==> config.mk <==
export PLATFORM = sky130hd
export DESIGN_NAME = tile_bus_ctrl_flat
export DESIGN_NICKNAME = d
export VERILOG_FILES = /design/src/rtl/sigma_tile_pkg.sv /design/src/rtl/tile_bus_if.sv /design/src/rtl/tile_bus_ctrl.sv /design/src/flat_wrapper.sv
export SDC_FILE = /design/constraint.sdc
export NUM_CORES = 1
export LEC_CHECK = 0
export ABC_AREA = 1
export BUFFER_PORTS_ARGS = -buffer_cell sky130_fd_sc_hd__buf_4
export CAP_MARGIN = 10
export CORE_AREA = 3 3 161 163
export CTS_BUF_LIST = sky130_fd_sc_hd__clkbuf_4 sky130_fd_sc_hd__clkbuf_8
export CTS_CLUSTER_SIZE = 8
export DETAILED_ROUTE_END_ITERATION = 6
export DIE_AREA = 0 0 164 166
export GPL_TIMING_DRIVEN = 1
export SLEW_MARGIN = 20
export SYNTH_ARGS = -nofsm -noshare
export SYNTH_HDL_FRONTEND = slang
export SYNTH_SLANG_ARGS = --single-unit
==> constraint.sdc <==
create_clock -name clk_i -period 3.35 [get_ports clk_i]
set_clock_uncertainty 0.15 [all_clocks]
set_input_delay 0 -clock clk_i [delete_from_list [all_inputs] [get_ports clk_i]]
set_output_delay 0 -clock clk_i [all_outputs]
set_load 0.05 [all_outputs]
==> src/rtl/sigma_tile_pkg.sv <==
/*
 * sigma tile shared definitions
 * bus widths, address decode, RAM size, SFR map, tile id and state types
 */

package sigma_tile_pkg;

    localparam int DATA_W = 32;
    localparam int ADDR_W = 32;
    localparam int BE_W   = 4;

    // address decode
    localparam int XIF_BITSEL = 31;
    localparam int SFR_BITSEL = 20;

    localparam int RAM_WORDS = 1024;
    localparam int RAM_AW    = 10;

    // interrupts
    localparam int IRQ_NUM_POW    = 4;
    localparam int IRQ_NUM        = 2**IRQ_NUM_POW;
    localparam int IRQ_TIMER_LINE = 1;

    localparam logic [DATA_W-1:0] TILE_ID = 32'h0000_0007;

    typedef enum logic [2:0] {
        ST_IDLE,
        ST_LOCAL,
        ST_LOCAL_RESP,
        ST_XIF,
        ST_DONE
    } ctrl_state_e;

    // word offsets inside the SFR block
    typedef enum logic [2:0] {
        SFR_ID           = 3'd0,
        SFR_CORE_RST     = 3'd1,
        SFR_IRQ_EN       = 3'd2,
        SFR_SGI          = 3'd3,
        SFR_TIMER_PERIOD = 3'd4
    } sfr_reg_e;

    typedef enum logic [1:0] {
        TGT_DMEM,
        TGT_SFR,
        TGT_XIF
    } bus_target_e;

endpackage

==> src/rtl/tile_bus_if.sv <==
/*
 * tile internal bus
 * one-cycle request, one-cycle acknowledge with read data on the next cycle
 */

interface tile_bus_if;

    logic                              req;
    logic                              we;
    logic [sigma_tile_pkg::ADDR_W-1:0] addr;
    logic [sigma_tile_pkg::BE_W-1:0]   be;
    logic [sigma_tile_pkg::DATA_W-1:0] wdata;
    logic                              ack;
    logic [sigma_tile_pkg::DATA_W-1:0] rdata;

    modport master (
        output req, we, addr, be, wdata,
        input  ack, rdata
    );

    modport slave (
        input  req, we, addr, be, wdata,
        output ack, rdata
    );

endinterface

==> src/rtl/tile_bus_ctrl.sv <==
/*
 * tile bus controller
 * takes Wishbone host cycles, decodes the target and runs the transfer
 * on the RAM, the SFR block or the expansion master port
 */

module tile_bus_ctrl
(
    input  logic                                clk_i
    , input  logic                              rst_n_i

    , input  logic                              wb_cyc_i
    , input  logic                              wb_stb_i
    , input  logic                              wb_we_i
    , input  logic [sigma_tile_pkg::ADDR_W-1:0] wb_adr_i
    , input  logic [sigma_tile_pkg::BE_W-1:0]   wb_sel_i
    , input  logic [sigma_tile_pkg::DATA_W-1:0] wb_dat_i
    , output logic [sigma_tile_pkg::DATA_W-1:0] wb_dat_o
    , output logic                              wb_ack_o

    , output logic                              xif_cyc_o
    , output logic                              xif_stb_o
    , output logic                              xif_we_o
    , output logic [sigma_tile_pkg::ADDR_W-1:0] xif_adr_o
    , output logic [sigma_tile_pkg::BE_W-1:0]   xif_sel_o
    , output logic [sigma_tile_pkg::DATA_W-1:0] xif_dat_o
    , input  logic [sigma_tile_pkg::DATA_W-1:0] xif_dat_i
    , input  logic                              xif_ack_i

    , tile_bus_if.master                        dmem_o
    , tile_bus_if.master                        sfr_o
);

    sigma_tile_pkg::ctrl_state_e state;
    sigma_tile_pkg::bus_target_e target;
    sigma_tile_pkg::bus_target_e host_tgt;

    logic                              req_q;
    logic                              we_q;
    logic [sigma_tile_pkg::ADDR_W-1:0] adr_q;
    logic [sigma_tile_pkg::BE_W-1:0]   sel_q;
    logic [sigma_tile_pkg::DATA_W-1:0] wdata_q;
    logic [sigma_tile_pkg::DATA_W-1:0] rdata_q;
    logic                              local_ack;
    logic [sigma_tile_pkg::DATA_W-1:0] local_rdata;

    // expansion bit wins over the SFR bit
    always_comb
    begin
        if (wb_adr_i[sigma_tile_pkg::XIF_BITSEL])
            host_tgt = sigma_tile_pkg::TGT_XIF;
        else if (wb_adr_i[sigma_tile_pkg::SFR_BITSEL])
            host_tgt = sigma_tile_pkg::TGT_SFR;
        else
            host_tgt = sigma_tile_pkg::TGT_DMEM;
    end

    //////////////////////////////
    // state machine
    always_ff @(posedge clk_i)
    begin
        if (!rst_n_i)
        begin
            state <= sigma_tile_pkg::ST_IDLE;
            req_q <= 1'b0;
        end
        else
        begin
            req_q <= 1'b0;
            case (state)
                sigma_tile_pkg::ST_IDLE:
                    if (wb_cyc_i && wb_stb_i)
                    begin
                        if (host_tgt == sigma_tile_pkg::TGT_XIF)
                            state <= sigma_tile_pkg::ST_XIF;
                        else
                            state <= sigma_tile_pkg::ST_LOCAL;
                    end
                sigma_tile_pkg::ST_LOCAL:
                begin
                    req_q <= 1'b1;
                    state <= sigma_tile_pkg::ST_LOCAL_RESP;
                end
                sigma_tile_pkg::ST_LOCAL_RESP:
                    if (local_ack)
                        state <= sigma_tile_pkg::ST_DONE;
                sigma_tile_pkg::ST_XIF:
                    if (xif_ack_i)
                        state <= sigma_tile_pkg::ST_DONE;
                default:
                    state <= sigma_tile_pkg::ST_IDLE;
            endcase
        end
    end

    // request fields are held by the host, capture them while idle
    always_ff @(posedge clk_i)
    begin
        if (state == sigma_tile_pkg::ST_IDLE)
        begin
            target  <= host_tgt;
            we_q    <= wb_we_i;
            adr_q   <= wb_adr_i;
            sel_q   <= wb_sel_i;
            wdata_q <= wb_dat_i;
        end
        if (state == sigma_tile_pkg::ST_LOCAL_RESP && local_ack)
            rdata_q <= local_rdata;
        if (state == sigma_tile_pkg::ST_XIF && xif_ack_i)
            rdata_q <= xif_dat_i;
    end

    //////////////////////////////
    // local targets
    assign local_ack   = (target == sigma_tile_pkg::TGT_SFR) ? sfr_o.ack : dmem_o.ack;
    assign local_rdata = (target == sigma_tile_pkg::TGT_SFR) ? sfr_o.rdata : dmem_o.rdata;

    assign dmem_o.req   = req_q && (target == sigma_tile_pkg::TGT_DMEM);
    assign dmem_o.we    = we_q;
    assign dmem_o.addr  = adr_q;
    assign dmem_o.be    = sel_q;
    assign dmem_o.wdata = wdata_q;

    assign sfr_o.req    = req_q && (target == sigma_tile_pkg::TGT_SFR);
    assign sfr_o.we     = we_q;
    assign sfr_o.addr   = adr_q;
    assign sfr_o.be     = sel_q;
    assign sfr_o.wdata  = wdata_q;

    // expansion master, cycle held until the slave acks
    assign xif_cyc_o = (state == sigma_tile_pkg::ST_XIF);
    assign xif_stb_o = (state == sigma_tile_pkg::ST_XIF);
    assign xif_we_o  = we_q;
    assign xif_adr_o = adr_q;
    assign xif_sel_o = sel_q;
    assign xif_dat_o = wdata_q;

    assign wb_ack_o = (state == sigma_tile_pkg::ST_DONE);
    assign wb_dat_o = rdata_q;

endmodule

==> src/flat_wrapper.sv <==
// flat-port wrapper written by rule: the top's interface ports become plain ports
module tile_bus_ctrl_flat 
  (clk_i, rst_n_i, wb_cyc_i, wb_stb_i, wb_we_i, wb_adr_i, wb_sel_i, wb_dat_i, wb_dat_o, wb_ack_o, xif_cyc_o, xif_stb_o, xif_we_o, xif_adr_o, xif_sel_o, xif_dat_o, xif_dat_i, xif_ack_i, dmem_o_req, dmem_o_we, dmem_o_addr, dmem_o_be, dmem_o_wdata, dmem_o_ack, dmem_o_rdata, sfr_o_req, sfr_o_we, sfr_o_addr, sfr_o_be, sfr_o_wdata, sfr_o_ack, sfr_o_rdata);
  tile_bus_if dmem_o_i ();
  tile_bus_if sfr_o_i ();
  input  logic clk_i;
  input  logic rst_n_i;
  input  logic wb_cyc_i;
  input  logic wb_stb_i;
  input  logic wb_we_i;
  input  logic [sigma_tile_pkg::ADDR_W-1:0] wb_adr_i;
  input  logic [sigma_tile_pkg::BE_W-1:0] wb_sel_i;
  input  logic [sigma_tile_pkg::DATA_W-1:0] wb_dat_i;
  output logic [sigma_tile_pkg::DATA_W-1:0] wb_dat_o;
  output logic wb_ack_o;
  output logic xif_cyc_o;
  output logic xif_stb_o;
  output logic xif_we_o;
  output logic [sigma_tile_pkg::ADDR_W-1:0] xif_adr_o;
  output logic [sigma_tile_pkg::BE_W-1:0] xif_sel_o;
  output logic [sigma_tile_pkg::DATA_W-1:0] xif_dat_o;
  input  logic [sigma_tile_pkg::DATA_W-1:0] xif_dat_i;
  input  logic xif_ack_i;
  output wire logic [$bits(dmem_o_i.req)-1:0] dmem_o_req;
  output wire logic [$bits(dmem_o_i.we)-1:0] dmem_o_we;
  output wire logic [$bits(dmem_o_i.addr)-1:0] dmem_o_addr;
  output wire logic [$bits(dmem_o_i.be)-1:0] dmem_o_be;
  output wire logic [$bits(dmem_o_i.wdata)-1:0] dmem_o_wdata;
  input wire logic [$bits(dmem_o_i.ack)-1:0] dmem_o_ack;
  input wire logic [$bits(dmem_o_i.rdata)-1:0] dmem_o_rdata;
  output wire logic [$bits(sfr_o_i.req)-1:0] sfr_o_req;
  output wire logic [$bits(sfr_o_i.we)-1:0] sfr_o_we;
  output wire logic [$bits(sfr_o_i.addr)-1:0] sfr_o_addr;
  output wire logic [$bits(sfr_o_i.be)-1:0] sfr_o_be;
  output wire logic [$bits(sfr_o_i.wdata)-1:0] sfr_o_wdata;
  input wire logic [$bits(sfr_o_i.ack)-1:0] sfr_o_ack;
  input wire logic [$bits(sfr_o_i.rdata)-1:0] sfr_o_rdata;
  assign dmem_o_req = dmem_o_i.req;
  assign dmem_o_we = dmem_o_i.we;
  assign dmem_o_addr = dmem_o_i.addr;
  assign dmem_o_be = dmem_o_i.be;
  assign dmem_o_wdata = dmem_o_i.wdata;
  assign dmem_o_i.ack = dmem_o_ack;
  assign dmem_o_i.rdata = dmem_o_rdata;
  assign sfr_o_req = sfr_o_i.req;
  assign sfr_o_we = sfr_o_i.we;
  assign sfr_o_addr = sfr_o_i.addr;
  assign sfr_o_be = sfr_o_i.be;
  assign sfr_o_wdata = sfr_o_i.wdata;
  assign sfr_o_i.ack = sfr_o_ack;
  assign sfr_o_i.rdata = sfr_o_rdata;
  tile_bus_ctrl u_core (.clk_i(clk_i), .rst_n_i(rst_n_i), .wb_cyc_i(wb_cyc_i), .wb_stb_i(wb_stb_i), .wb_we_i(wb_we_i), .wb_adr_i(wb_adr_i), .wb_sel_i(wb_sel_i), .wb_dat_i(wb_dat_i), .wb_dat_o(wb_dat_o), .wb_ack_o(wb_ack_o), .xif_cyc_o(xif_cyc_o), .xif_stb_o(xif_stb_o), .xif_we_o(xif_we_o), .xif_adr_o(xif_adr_o), .xif_sel_o(xif_sel_o), .xif_dat_o(xif_dat_o), .xif_dat_i(xif_dat_i), .xif_ack_i(xif_ack_i), .dmem_o(dmem_o_i), .sfr_o(sfr_o_i));
endmodule
==> impl_metrics.env <==
export IMPL_cp_start_kind="register"
export IMPL_htree_levels=3
export IMPL_gp_congestion=0.872
export IMPL_yosysUniqueCellTypes=18
export IMPL_num_rows=57
export IMPL_drtPass1Iterations=4
export IMPL_grt_pass1_wl_mm=27.7
export IMPL_grt_usage_pct=13.3
export IMPL_route_vias_total=4673
export IMPL_netlist_area_sq_um=5090
export IMPL_cts_sinks=106
export IMPL_drv_slew=0
export IMPL_die_area_sq_um=27200
export IMPL_clkTransAtPathRegs_ps=120
export IMPL_drive_gt1_share_pct=51.8
export IMPL_hpwl_mm=15.0
export IMPL_cts_tree="yes"
export IMPL_max_freq_ghz=0.349
export IMPL_hold_viol=0
export IMPL_clk_latency_ps=390
export IMPL_finalSetupViolCount=0
export IMPL_die_width_um=164
export IMPL_critical_path_required_ps=3540
export IMPL_area_growth_pct=79.5
export IMPL_yosys_top_cells_area="edfxtp_1 60%, buf_4 21%, a31oi_1 3.9%"
export IMPL_fin_nets=1023
export IMPL_place_area_sq_um=7520
export IMPL_fin_crit_sh_pct=85.5
export IMPL_synth_avg_cell_area_sq_um=11.7
export IMPL_antenna_found_initial=0
export IMPL_grt_max_degree=47
export IMPL_synth_top_cell_area_share_pct=60.1
export IMPL_grt_pass1_vias=4686
export IMPL_routed_wirelength_mm=19.4
export IMPL_finalSetupTns_ps=0
export IMPL_cp_end_kind="register"
export IMPL_min_period_ps=2870
export IMPL_synth_top_cell_by_area="edfxtp_1"
export IMPL_drt_wirelength_per_cell_um=16.5
export IMPL_fp_dieH_um=166
export IMPL_cts_path_max_buffers=2
export IMPL_cts_resized=0
export IMPL_mostFrequentLayoutCells="420 x buf_4, 142 x dlygate4sd3_1, 102 x edfxtp_1"
export IMPL_syn_num_nets=606
export IMPL_io_buffers=415
export IMPL_core_area_sq_um=24500
export IMPL_floorplan_io_pins=416
export IMPL_n_antenna_cell=0
export IMPL_drc=0
export IMPL_worstHoldPathType="primary input to register"
export IMPL_crit_arrival_ps=3050
export IMPL_clock_root_buffer="clkbuf_8"
export IMPL_initial_core_util_pct=20.8
export IMPL_viasPerCell=3.96
export IMPL_cp_max_fo=26
export IMPL_design_area_sq_um=9150
export IMPL_cts_buffers=9
export IMPL_reg2regPathDepth=9
export IMPL_status="complete, no violations"
export IMPL_synth_seq_cells=106
export IMPL_path_class="register to register"
export IMPL_maxCapViolCount=0
export IMPL_relSlewSlack_pct=66.8
export IMPL_grt_ovfl_total=0
export IMPL_ant_nets=0
export IMPL_worst_hold_path_num_cells=2
export IMPL_n_fill_cell=2391
export IMPL_synth_cells=434
export IMPL_final_common_cell="buf_4"
export IMPL_worst_pin_slew_ps=497
export IMPL_grt_setup_unrepaired="no"
export IMPL_drt_initial_drc_count=240
export IMPL_ys_seq_area_share_pct=61.7
export IMPL_yosys_warnings=0
## through the flow
stage	utilization (%)	hold slack [ps]	cells	setup slack (ps)
after global routing	37.4	127	1180	342
after floorplan	-	-51.1	434	843
final	37.4	169	1180	485
after global placement	30.7	28.6	1022	1150
after CTS	37.4	141	1180	508
after detailed placement	30.7	29.3	1022	1070
## critical path, cell delays in order, from the launching register on
cell	delay, ps
edfxtp_1	450
clkinv_1	270
buf_4	310
nand3_1	120
nand3_1	150
nand3_1	100
nand2_1	60
dlygate4sd3_1	550
nor2_1	80
dlygate4sd3_1	560
## cells in the mapped netlist, drive strengths merged
cell      n
nor2     38
a21oi     1
inv      10
nand3    37
nand2    48
nor4      1
edfxtp  102
dfxtp     4
nor3      2
clkinv    1
clkbuf    8
o21ai     1
a31oi    32
buf     149
## layout make-up
type                            count  area [sq um]  area share [%]
Multi-Input combinational cell    160           753            8.24
Tap cell                          324           405            4.43
Inverter                           11          42.5           0.465
Clock inverter                      7          83.8           0.917
Sequential cell                   106          3140            34.4
Timing Repair Buffer              563          4590            50.2
Clock buffer                        9           124            1.35
## cell families after synthesis
logic type / after synthesis / share of synthesized area [%]
AND/OR/NAND/NOR: 126 / 10.6
flip-flops: 106 / 61.7
buffers and inverters: 168 / 23.5
AO/OA/AOI/OAI: 34 / 4.20
## flip-flops by register name (all words and copies together) (netlist names)
name                 flops
u_core.dmem_o.wdata     32
u_core.dmem_o.be         4
u_core.state             3
u_core.wb_dat_o         32
u_core.dmem_o.we         1
u_core.target            1
u_core.dmem_o.addr      32
u_core.req_q             1
## metal layers
| metal | wire (um) | vias to the layer above | global-route usage [%] |
|---|---|---|---|
| li1 | - | 2187 | - |
| met1 | 7240 | 2215 | 14.3 |
| met2 | 10400 | 252 | 25.1 |
| met3 | 1550 | 19 | 3.44 |
| met4 | 299 | 0 | 4.12 |
| met5 | 0 | - | 0 |
## path summary, 6_finish.rpt
check	from	slack, ps	endpoint
worst max register to register	u_core.dmem_o.addr[31]	480	u_core.state[0]
worst max-delay path	u_core.dmem_o.addr[31]	480	u_core.state[0]
worst min-delay path	wb_dat_i[3]	170	u_core.dmem_o.wdata[3]
worst min register to register	u_core.state[1]	390	u_core.req_q
## repair_timing
item,in CTS,in global routing
hold buffers,142,0
hold endpoints to repair,106,0
buffers inserted,0,0
Power is left out: the tool's default activity adds up to more than one toggle a clock period on the data nets, which glitch-free logic cannot reach.
