===== src/rtl/sigma_tile_pkg.sv =====
/*
 * sigma tile shared definitions
 * bus widths, address decode, RAM size, SFR map, tile id and state types
 */

package sigma_tile_pkg;

    localparam int DATA_W = 32;
    localparam int ADDR_W = 32;
    localparam int BE_W   = 4;

    // address decode
    localparam int XIF_BITSEL = 31;
    localparam int SFR_BITSEL = 20;

    localparam int RAM_WORDS = 1024;
    localparam int RAM_AW    = 10;

    // interrupts
    localparam int IRQ_NUM_POW    = 4;
    localparam int IRQ_NUM        = 2**IRQ_NUM_POW;
    localparam int IRQ_TIMER_LINE = 1;

    localparam logic [DATA_W-1:0] TILE_ID = 32'h0000_0007;

    typedef enum logic [2:0] {
        ST_IDLE,
        ST_LOCAL,
        ST_LOCAL_RESP,
        ST_XIF,
        ST_DONE
    } ctrl_state_e;

    // word offsets inside the SFR block
    typedef enum logic [2:0] {
        SFR_ID           = 3'd0,
        SFR_CORE_RST     = 3'd1,
        SFR_IRQ_EN       = 3'd2,
        SFR_SGI          = 3'd3,
        SFR_TIMER_PERIOD = 3'd4
    } sfr_reg_e;

    typedef enum logic [1:0] {
        TGT_DMEM,
        TGT_SFR,
        TGT_XIF
    } bus_target_e;

endpackage


===== src/rtl/tile_irq_adapter.sv =====
/*
 * interrupt adapter
 * latches enabled lines and SGIs, presents one code with req/ack
 */

module tile_irq_adapter
(
    input  logic                                     clk_i
    , input  logic                                   rst_n_i
    , input  logic                                   core_reset_i
    , input  logic [sigma_tile_pkg::IRQ_NUM-1:0]     irq_i
    , input  logic [sigma_tile_pkg::IRQ_NUM-1:0]     irq_en_i
    , input  logic                                   timer_irq_i
    , input  logic                                   sgi_req_i
    , input  logic [sigma_tile_pkg::IRQ_NUM_POW-1:0] sgi_code_i
    , input  logic                                   irq_ack_i
    , output logic                                   irq_req_o
    , output logic [sigma_tile_pkg::IRQ_NUM_POW-1:0] irq_code_o
);

    logic [sigma_tile_pkg::IRQ_NUM-1:0]     lines;
    logic [sigma_tile_pkg::IRQ_NUM-1:0]     pending;
    logic [sigma_tile_pkg::IRQ_NUM-1:0]     clr_mask;
    logic                                   sgi_pend;
    logic [sigma_tile_pkg::IRQ_NUM_POW-1:0] sgi_code_q;
    logic                                   pres_sgi;
    logic                                   ack_ok;
    logic                                   sel_valid;
    logic                                   sel_sgi;
    logic [sigma_tile_pkg::IRQ_NUM_POW-1:0] sel_code;

    assign lines = (irq_i | ({{(sigma_tile_pkg::IRQ_NUM-1){1'b0}}, timer_irq_i}
                    << sigma_tile_pkg::IRQ_TIMER_LINE)) & irq_en_i;
    assign ack_ok = irq_req_o && irq_ack_i;

    // the presented line is dropped on ack, SGIs are handled apart
    always_comb
    begin
        clr_mask = '0;
        if (ack_ok && !pres_sgi)
            clr_mask[irq_code_o] = 1'b1;
    end

    // SGI first, then the lowest pending line
    always_comb
    begin
        sel_valid = sgi_pend || (pending != '0);
        sel_sgi   = sgi_pend;
        sel_code  = sgi_code_q;
        if (!sgi_pend)
        begin
            for (int i = sigma_tile_pkg::IRQ_NUM - 1; i >= 0; i--)
            begin
                if (pending[i])
                    sel_code = sigma_tile_pkg::IRQ_NUM_POW'(i);
            end
        end
    end

    always_ff @(posedge clk_i)
    begin
        if (!rst_n_i || core_reset_i)
        begin
            pending   <= '0;
            sgi_pend  <= 1'b0;
            pres_sgi  <= 1'b0;
            irq_req_o <= 1'b0;
        end
        else
        begin
            // a line raised in the ack cycle stays pending
            pending <= (pending & ~clr_mask) | lines;
            if (sgi_req_i)
                sgi_pend <= 1'b1;
            else if (ack_ok && pres_sgi)
                sgi_pend <= 1'b0;

            if (ack_ok)
                irq_req_o <= 1'b0;
            else
            begin
                irq_req_o <= sel_valid;
                pres_sgi  <= sel_sgi;
            end
        end
    end

    always_ff @(posedge clk_i)
    begin
        if (sgi_req_i)
            sgi_code_q <= sgi_code_i;
        if (!ack_ok)
            irq_code_o <= sel_code;
    end

endmodule


===== config.mk =====
export PLATFORM = sky130hd
export DESIGN_NAME = tile_irq_adapter
export DESIGN_NICKNAME = d
export VERILOG_FILES = /design/src/rtl/sigma_tile_pkg.sv /design/src/rtl/tile_irq_adapter.sv
export SDC_FILE = /design/constraint.sdc
export NUM_CORES = 1
export LEC_CHECK = 0
export BUFFER_PORTS_ARGS = -buffer_cell sky130_fd_sc_hd__buf_2
export CAP_MARGIN = 20
export CORE_MARGIN = 1.5
export CORE_UTILIZATION = 30
export DETAILED_ROUTE_END_ITERATION = 7
export GPL_TIMING_DRIVEN = 0
export PLACE_DENSITY = 0.66
export SLEW_MARGIN = 20
export SYNTH_ARGS = -nofsm -noshare
export SYNTH_HDL_FRONTEND = slang
export SYNTH_SLANG_ARGS = --single-unit

===== constraint.sdc =====
create_clock -name clk_i -period 1.2 [get_ports clk_i]
set_input_delay 0.12 -clock clk_i [delete_from_list [all_inputs] [get_ports clk_i]]
set_output_delay 0.12 -clock clk_i [all_outputs]
set_load 0.03 [all_outputs]

==> results of run 1 <==
Yosys cell counts:
library cell | count | share of area
sky130_fd_sc_hd__a211oi_1 | 4 | 0.024
sky130_fd_sc_hd__a21oi_1 | 29 | 0.12
sky130_fd_sc_hd__a311oi_1 | 9 | 0.064
sky130_fd_sc_hd__and3_1 | 1 | 0.0051
sky130_fd_sc_hd__clkbuf_1 | 3 | 0.0091
sky130_fd_sc_hd__dfxtp_1 | 19 | 0.31
sky130_fd_sc_hd__edfxtp_1 | 8 | 0.19
sky130_fd_sc_hd__inv_1 | 6 | 0.018
sky130_fd_sc_hd__nand2_1 | 16 | 0.049
sky130_fd_sc_hd__nand2_2 | 1 | 0.0051
sky130_fd_sc_hd__nand2b_1 | 3 | 0.015
sky130_fd_sc_hd__nand3_1 | 2 | 0.0081
sky130_fd_sc_hd__nor2_1 | 10 | 0.030
sky130_fd_sc_hd__nor2b_1 | 2 | 0.010
sky130_fd_sc_hd__nor3_1 | 2 | 0.0081
sky130_fd_sc_hd__nor3b_1 | 1 | 0.0061
sky130_fd_sc_hd__nor4_1 | 4 | 0.020
sky130_fd_sc_hd__nor4b_1 | 2 | 0.014
sky130_fd_sc_hd__o21ai_0 | 6 | 0.024
sky130_fd_sc_hd__o311ai_0 | 1 | 0.0071
sky130_fd_sc_hd__o31a_1 | 1 | 0.0071
sky130_fd_sc_hd__o31ai_1 | 1 | 0.0061
sky130_fd_sc_hd__o31ai_2 | 1 | 0.010
sky130_fd_sc_hd__o41ai_1 | 2 | 0.014
sky130_fd_sc_hd__or3_1 | 2 | 0.010
sky130_fd_sc_hd__or4_1 | 1 | 0.0061
sky130_fd_sc_hd__or4_4 | 1 | 0.0091
final cells by class:
type                       count  area (sq um)  area share
buffer                         3         12.51    0.007199
multi-input combinational    102         689.4      0.3967
tap                           50         62.56     0.03600
sequential                    27         638.1      0.3672
inverter                       6         22.52     0.01296
clock buffer                   4         45.04     0.02592
timing repair buffer          51         267.8      0.1541
power groups by stage:
stage,sequential (mW),combinational (mW),clock (mW)
finish,1.09,0.511,0.519
global route,1.10,0.555,0.562
CTS,1.08,0.490,0.536
detailed placement,1.11,0.417,0
global placement,1.11,0.416,0
floorplan,1.15,0.192,0
state kept, by name (all words and copies together) (netlist names):
signal,count
irq_code_o,4
irq_req_o,1
pending,16
pres_sgi,1
sel_sgi,1
sgi_code_q,4
logic make-up after synthesis:
| logic type | synth area share |
|---|---|
| compound gates | 0.2743 |
| buf+inv | 0.02733 |
| flops | 0.5020 |
| simple gates | 0.1964 |
metal layers:
metal | routed length (um) | GRT usage | part of all wire
met1 | 1505 | 0.1944 | 0.45
met2 | 1620 | 0.2475 | 0.48
met3 | 135 | 0.02167 | 0.040
met4 | 90 | 0.09694 | 0.027
met5 | 0 | 0 | 0
final timing paths:
check / from / endpoint / cells after the start
setup / recovery: irq_code_o[2] / pending[0] / 3
hold / removal: sgi_code_i[3] / sgi_code_q[3] / 1
setup reg to reg: irq_code_o[2] / pending[0] / 3
hold reg to reg: pending[3] / pending[3] / 2
repair_timing:
| action | CTS | global route |
|---|---|---|
| pin swaps | 6 | 10 |
| resized for setup | 18 | 12 |
| buffers inserted | 5 | 0 |
| setup endpoints to repair | 16 | 18 |
| hold buffers | 0 | 0 |
cell usage in the layout, fill, tap and decap left out, drive strengths merged:
master and count:
a311oi 9, nand2b 3, nor2b 2, nor3 2, dfxtp 19, buf 51
o21ai 6, nor3b 1, or4 2, or3 2, and3 1, nor4 4
inv 6, nand2 17, edfxtp 8, nor2 10, nand3 2, a211oi 4
a21oi 29, o31ai 2, nor4b 2, o311ai 1, o41ai 2, clkbuf 7
o31a 1
per-stage QoR:
step | total power [mW] | setup slack [ps] | setup TNS (ps)
2_1_floorplan | 1.345 | -294.8 | -1770
3_3_place_gp | 1.522 | -338.7 | -3193
3_5_place_dp | 1.525 | -312.5 | -3068
4_1_cts | 2.108 | -170.4 | -1184
5_1_grt | 2.214 | -212.8 | -2258
6_report | 2.116 | -173.2 | -1409
==> results.txt, run 1 <==
----------------------------------------------------
[Cells and area]
  Layout Cell Area excl Fill ... 1738 sq um
  Fillers ... between 400 and 500
  Net count of the finished layout ... 236
  Final cell count without fillers ... about 240
  Layout cell share with drive strength beyond 1 ... 0.4301
  # diodes ... 0
  Signed area change from the synthesized netlist to the final layout ... 40.59%
  Post-layout util ... 0.4376

[Power]
  Fraction of power consumed by sequential logic ... 0.513
  Internal power summed over all cells ... roughly 1.5 mW
  Maximum resistive drop on vdd ... around 420 uV
  Power density normalized to cell area ... between 1000 and 1500 nW/um^2
  Clock network fraction of design power ... 0.245
  Net switching power of the design ... approximately 640 uW
  Pleak ... approximately 0.70 nW
  Relative contribution of combinational cells to total power ... 0.241
  Switching fraction of total power ... 0.3044

[Setup path]
  CP top delay family ... simple AND/OR/NAND/NOR gates
  Reg-to-reg setup timing slack ... -170 ps
  Required time of the critical path ... 1340 ps
  Element type at the critical path end ... flip-flop
  Arrival time of the worst setup path ... between 1500 and 2000 ps
  Setup CP Type ... flip-flop to flip-flop
  Highest-delay cell along the critical path ... sky130_fd_sc_hd__or4_4
  Combined buffer and inverter count along the critical path ... 0
  Crit start category ... flip-flop
  Max FO, Critical Path ... 4
  CP cell instances ... or4_4, o31ai_2, a21oi_1
  Maximum cell stage delay along the critical path ... 560 ps

[Logic synthesis]
  Area of the mapped netlist ... around 1200 sq um
  Ys Warns ... 0
  Post-synthesis net count ... 180
  Post-synthesis cell type count ... 27
  Mean cell area of the mapped netlist ... approximately 9.0 sq um
  Cells after synthesis ... 138
  Register area share after synthesis ... 0.5020
  Seq cells post-synth ... 27

[Min path]
  Path category of the worst min-delay check ... primary input to flip-flop

[Global route]
  Vias in the first global route ... approximately 1.1k
  Global-route wire length before repair ... a little over 5 mm
  Remaining global-route overflow ... 0
  Pin count of the biggest net entering global routing ... 15
  Number of antenna violations at the first check in global routing ... 0
  GR Util All Layers ... 0.1541

[Timing]
  Count of final max-slew check failures ... 0
  Final clock skew ... between 6 and 7 ps
  Post-Route Hold Slack ... roughly 11 ps
  Highest achievable clock rate ... roughly 730 MHz
  Final hold violation count ... 0
  Final worst setup slack ... -173.2 ps
  Worst rel slew slack ... 0.6843
  Slew at the pin closest to its max-slew limit ... roughly 470 ps
  Final Critical Period ... between 1000 and 1500 ps
  Final critical-path share of the clock period ... 1.144
  Setup violation total in the final timing report ... 16
  Setup repair after global routing missed its margin ... yes

[Detailed routing]
  Antenna viol nets, final ... 0
  Drt wl/cell ... approximately 14 um
  Total vias in the final route ... ~1.2k
  Drt pass-1 iters ... 4
  Mean number of vias per cell ... 5.111
  Number of DRC markers in iteration 0 ... 15
  Remaining DRCs ... 0
  Total Wirelength ... between 3 and 4 mm

[Clock tree]
  Clock-pin slew on the worst setup and hold paths ... ~90 ps
  Root cell of the clock tree ... sky130_fd_sc_hd__clkbuf_8
  Number of buffers created by CTS ... 3
  Maximum number of buffers from clock root to sink ... 2
  CTS Sinks ... 27
  CTS H-Tree Depth ... 1
  Worst skew pair latency ... around 280 ps
  TritonCTS clock tree ... yes

[Floorplan]
  Die Ht ... 67.19 um
  I/O pin total ... 47
  Number of placement rows ... 23
  Core area ... between 3000 and 4000 sq um
  DIE WIDTH ... roughly 67 um
  Initial Util ... 0.3113
  Die outline area ... ~4500 sq um

[Flow run]
  Max-capacitance violation count ... 0

[Run status]
  Result of the run ... complete, but fails checks
  Failing checks ... negative setup slack

[Placement]
  Final weighted congestion in routability-driven placement ... roughly 0.92
  # port buffers ... 46
  Final HPWL from detailed placement ... 2.460 mm
  Placement Cell Area ... about 1500 sq um
  Placed cell count ... between 200 and 250

----------------------------------------------------
No activity file was read; power rests on OpenSTA's default activity.
==> run 2: changes to the inputs <==
--- a/config.mk
+++ b/config.mk
@@ -11,7 +11,7 @@
 export CORE_UTILIZATION = 30
 export DETAILED_ROUTE_END_ITERATION = 7
 export GPL_TIMING_DRIVEN = 0
-export PLACE_DENSITY = 0.66
+export PLACE_DENSITY = 0.64
 export SLEW_MARGIN = 20
 export SYNTH_ARGS = -nofsm -noshare
 export SYNTH_HDL_FRONTEND = slang
==> constraint.sdc (replaced) <==
create_clock -name clk_i -period 1.7 [get_ports clk_i]
set_input_delay 0.17 -clock clk_i [delete_from_list [all_inputs] [get_ports clk_i]]
set_output_delay 0.17 -clock clk_i [all_outputs]
set_load 0.03 [all_outputs]
==> run 2 against run 1 <==
Effect of this change: the flow now finishes without violations; clock power decreased by 30%; critical path type unchanged; flip-flop and latch count unchanged; count of clock-buffer cells in the layout unchanged; global-route usage decreased by 1.3 points; combinational power decreased by 42%; critical path depth increased by 1; sequential share of layout area increased by 2.4 points; worst setup slack improved by 370 ps; highest routed layer is now met3; fmax decreased by 8.5%; routed wire length decreased by 7.4%; clock skew decreased by 1.1 ps; sequential power decreased by 30%.
==> results.txt, run 2 (synthesized netlist as in run 1, its figures left out) <==
----------------------------------------------------
[Timing]
  Post-Route Hold Slack ... 68.33 ps
  Final hold violation count ... 0
  Final Critical Period ... roughly 1500 ps
  Setup violation total in the final timing report ... 0
  Final worst setup slack ... about 200 ps
  Highest achievable clock rate ... approximately 670 MHz
  Final critical-path share of the clock period ... 0.8826
  Count of final max-slew check failures ... 0
  Final setup TNS ... 0 ps
  Worst rel slew slack ... 0.5487
  Final clock skew ... between 5 and 6 ps
  Setup repair after global routing missed its margin ... no
  Slew at the pin closest to its max-slew limit ... approximately 670 ps

[Setup path]
  Arrival time of the worst setup path ... about 1500 ps
  Reg-to-reg setup timing slack ... about 200 ps
  Endpoint of the worst-slack reg-to-reg timing path ... irq_code_o[3]
  Element type at the critical path end ... flip-flop
  Setup CP Type ... flip-flop to flip-flop
  Required time of the critical path ... 1730 ps
  Max FO, Critical Path ... 4
  FF-to-FF path depth ... 4
  Crit start category ... flip-flop
  R2R Path Start ... pending[14]

[Cells and area]
  Net count of the finished layout ... 231
  Signed area change from the synthesized netlist to the final layout ... 28.34%
  Final cell count without fillers ... around 240
  Layout Cell Area excl Fill ... between 1500 and 2000 sq um
  # diodes ... 0
  Post-layout util ... 0.3995
  Largest register FFs ... 16
  Leading cell type in the layout, fill and taps excluded ... sky130_fd_sc_hd__buf_2
  Register with the most flip-flops ... pending
  Regs by FF count ... pending (16), irq_code_o (4), sgi_code_q (4)
  Most used cells in the layout excluding fill and tap cells ... sky130_fd_sc_hd__buf_2, sky130_fd_sc_hd__a21oi_1, sky130_fd_sc_hd__dfxtp_1, sky130_fd_sc_hd__nand2_1, sky130_fd_sc_hd__nor2_1
  Layout cell share with drive strength beyond 1 ... 0.2872

[Clock tree]
  TritonCTS clock tree ... yes
  Clock-pin slew on the worst setup and hold paths ... around 90 ps
  CTS hold repair buffers ... 0
  Root cell of the clock tree ... sky130_fd_sc_hd__clkbuf_8
  CTS Sinks ... 27
  Number of buffers added for setup after CTS ... 0
  CTS H-Tree Depth ... 1
  Number of buffers created by CTS ... 3
  Worst skew pair latency ... around 270 ps
  # resized after CTS ... 0
  Maximum number of buffers from clock root to sink ... 2

[Run status]
  Result of the run ... complete, no violations

[Placement]
  Placed cell count ... about 230
  Placement Cell Area ... 1529 sq um
  Post-placement setup slack ... 149.7 ps
  Final HPWL from detailed placement ... between 2 and 2.5 mm
  # port buffers ... 46
  Final weighted congestion in routability-driven placement ... ~0.89

[Min path]
  Hold wc startpoint ... sgi_code_i[1]
  Hold endpoint ... sgi_code_q[1]
  Path category of the worst min-delay check ... primary input to flip-flop
  Worst Hold Path Cells ... 1

[Global route]
  GR Util All Layers ... 0.1414
  Number of antenna violations at the first check in global routing ... 0
  Vias in the first global route ... approximately 1k
  Remaining global-route overflow ... 0
  Pin count of the biggest net entering global routing ... 15
  Global-route wire length before repair ... 4.761 mm

[Power]
  Switching fraction of total power ... 0.2957
  Maximum resistive drop on vdd ... between 600 and 700 uV
  Power Total ... around 1.4 mW
  Power density normalized to cell area ... 895.8 nW/um^2
  Pleak ... between 0.6 and 0.7 nW
  Relative contribution of combinational cells to total power ... 0.207
  Internal power summed over all cells ... about 1.0 mW
  Fraction of power consumed by sequential logic ... 0.538
  Clock network fraction of design power ... 0.255
  Net switching power of the design ... 420.3 uW

[Detailed routing]
  Number of DRC markers in iteration 0 ... 39
  Mean number of vias per cell ... roughly 5.1
  Drt pass-1 iters ... 4
  Remaining DRCs ... 0
  Total Wirelength ... between 3 and 4 mm
  Antenna viol nets, final ... 0
  Total vias in the final route ... between 1k and 1.5k
  Drt wl/cell ... 13.04 um

[Floorplan]
  Die Ht ... about 67 um
  Initial Util ... 0.3113
  Core area ... between 3000 and 4000 sq um
  DIE WIDTH ... approximately 67 um
  Number of placement rows ... 23
  I/O pin total ... 47
  Die outline area ... 4515 sq um

[Flow run]
  Max-capacitance violation count ... 0

----------------------------------------------------
-- run 2: final cells by class --
type,instances,area (sq um)
Multi-Input combinational cell,102,594.3
Timing Repair Buffer,46,230.2
Inverter,6,22.52
Tap cell,50,62.56
Clock buffer,4,45.04
Fill cell,401,2385
Sequential cell,27,620.6
Buffer,3,11.26
-- run 2: critical path, cell delays in order, from the launching register on --
cell,delay (ps)
sky130_fd_sc_hd__dfxtp_1,350
sky130_fd_sc_hd__nor4_1,450
sky130_fd_sc_hd__nand3_1,200
sky130_fd_sc_hd__a21oi_1,190
sky130_fd_sc_hd__a21oi_1,60
-- run 2: worst max-delay path by stage --
stage	from	slack, ps	endpoint	cells after the start
finish	pending[14]	200	irq_code_o[3]	4
global route	pending[14]	100	irq_code_o[3]	4
CTS	irq_req_o	120	pending[8]	3
detailed placement	irq_req_o	150	pending[8]	3
global placement	irq_req_o	130	pending[9]	3
floorplan	irq_req_o	170	pending[0]	4
-- run 2: metal layers --
layer  track usage  wire length, um  up-vias
li1              -                -      627
met1        0.1956             1465      545
met2        0.2252             1482       31
met3       0.03167              155        0
met4       0.03316                0        0
met5             0                0        -
-- run 2: power by group through the flow --
stage	clock network, mW	registers (mW)	logic, mW
after floorplan	0	0.812	0.132
after CTS	0.373	0.764	0.295
after detailed placement	0	0.779	0.293
final	0.362	0.765	0.294
after global routing	0.402	0.774	0.325
after global placement	0	0.778	0.291
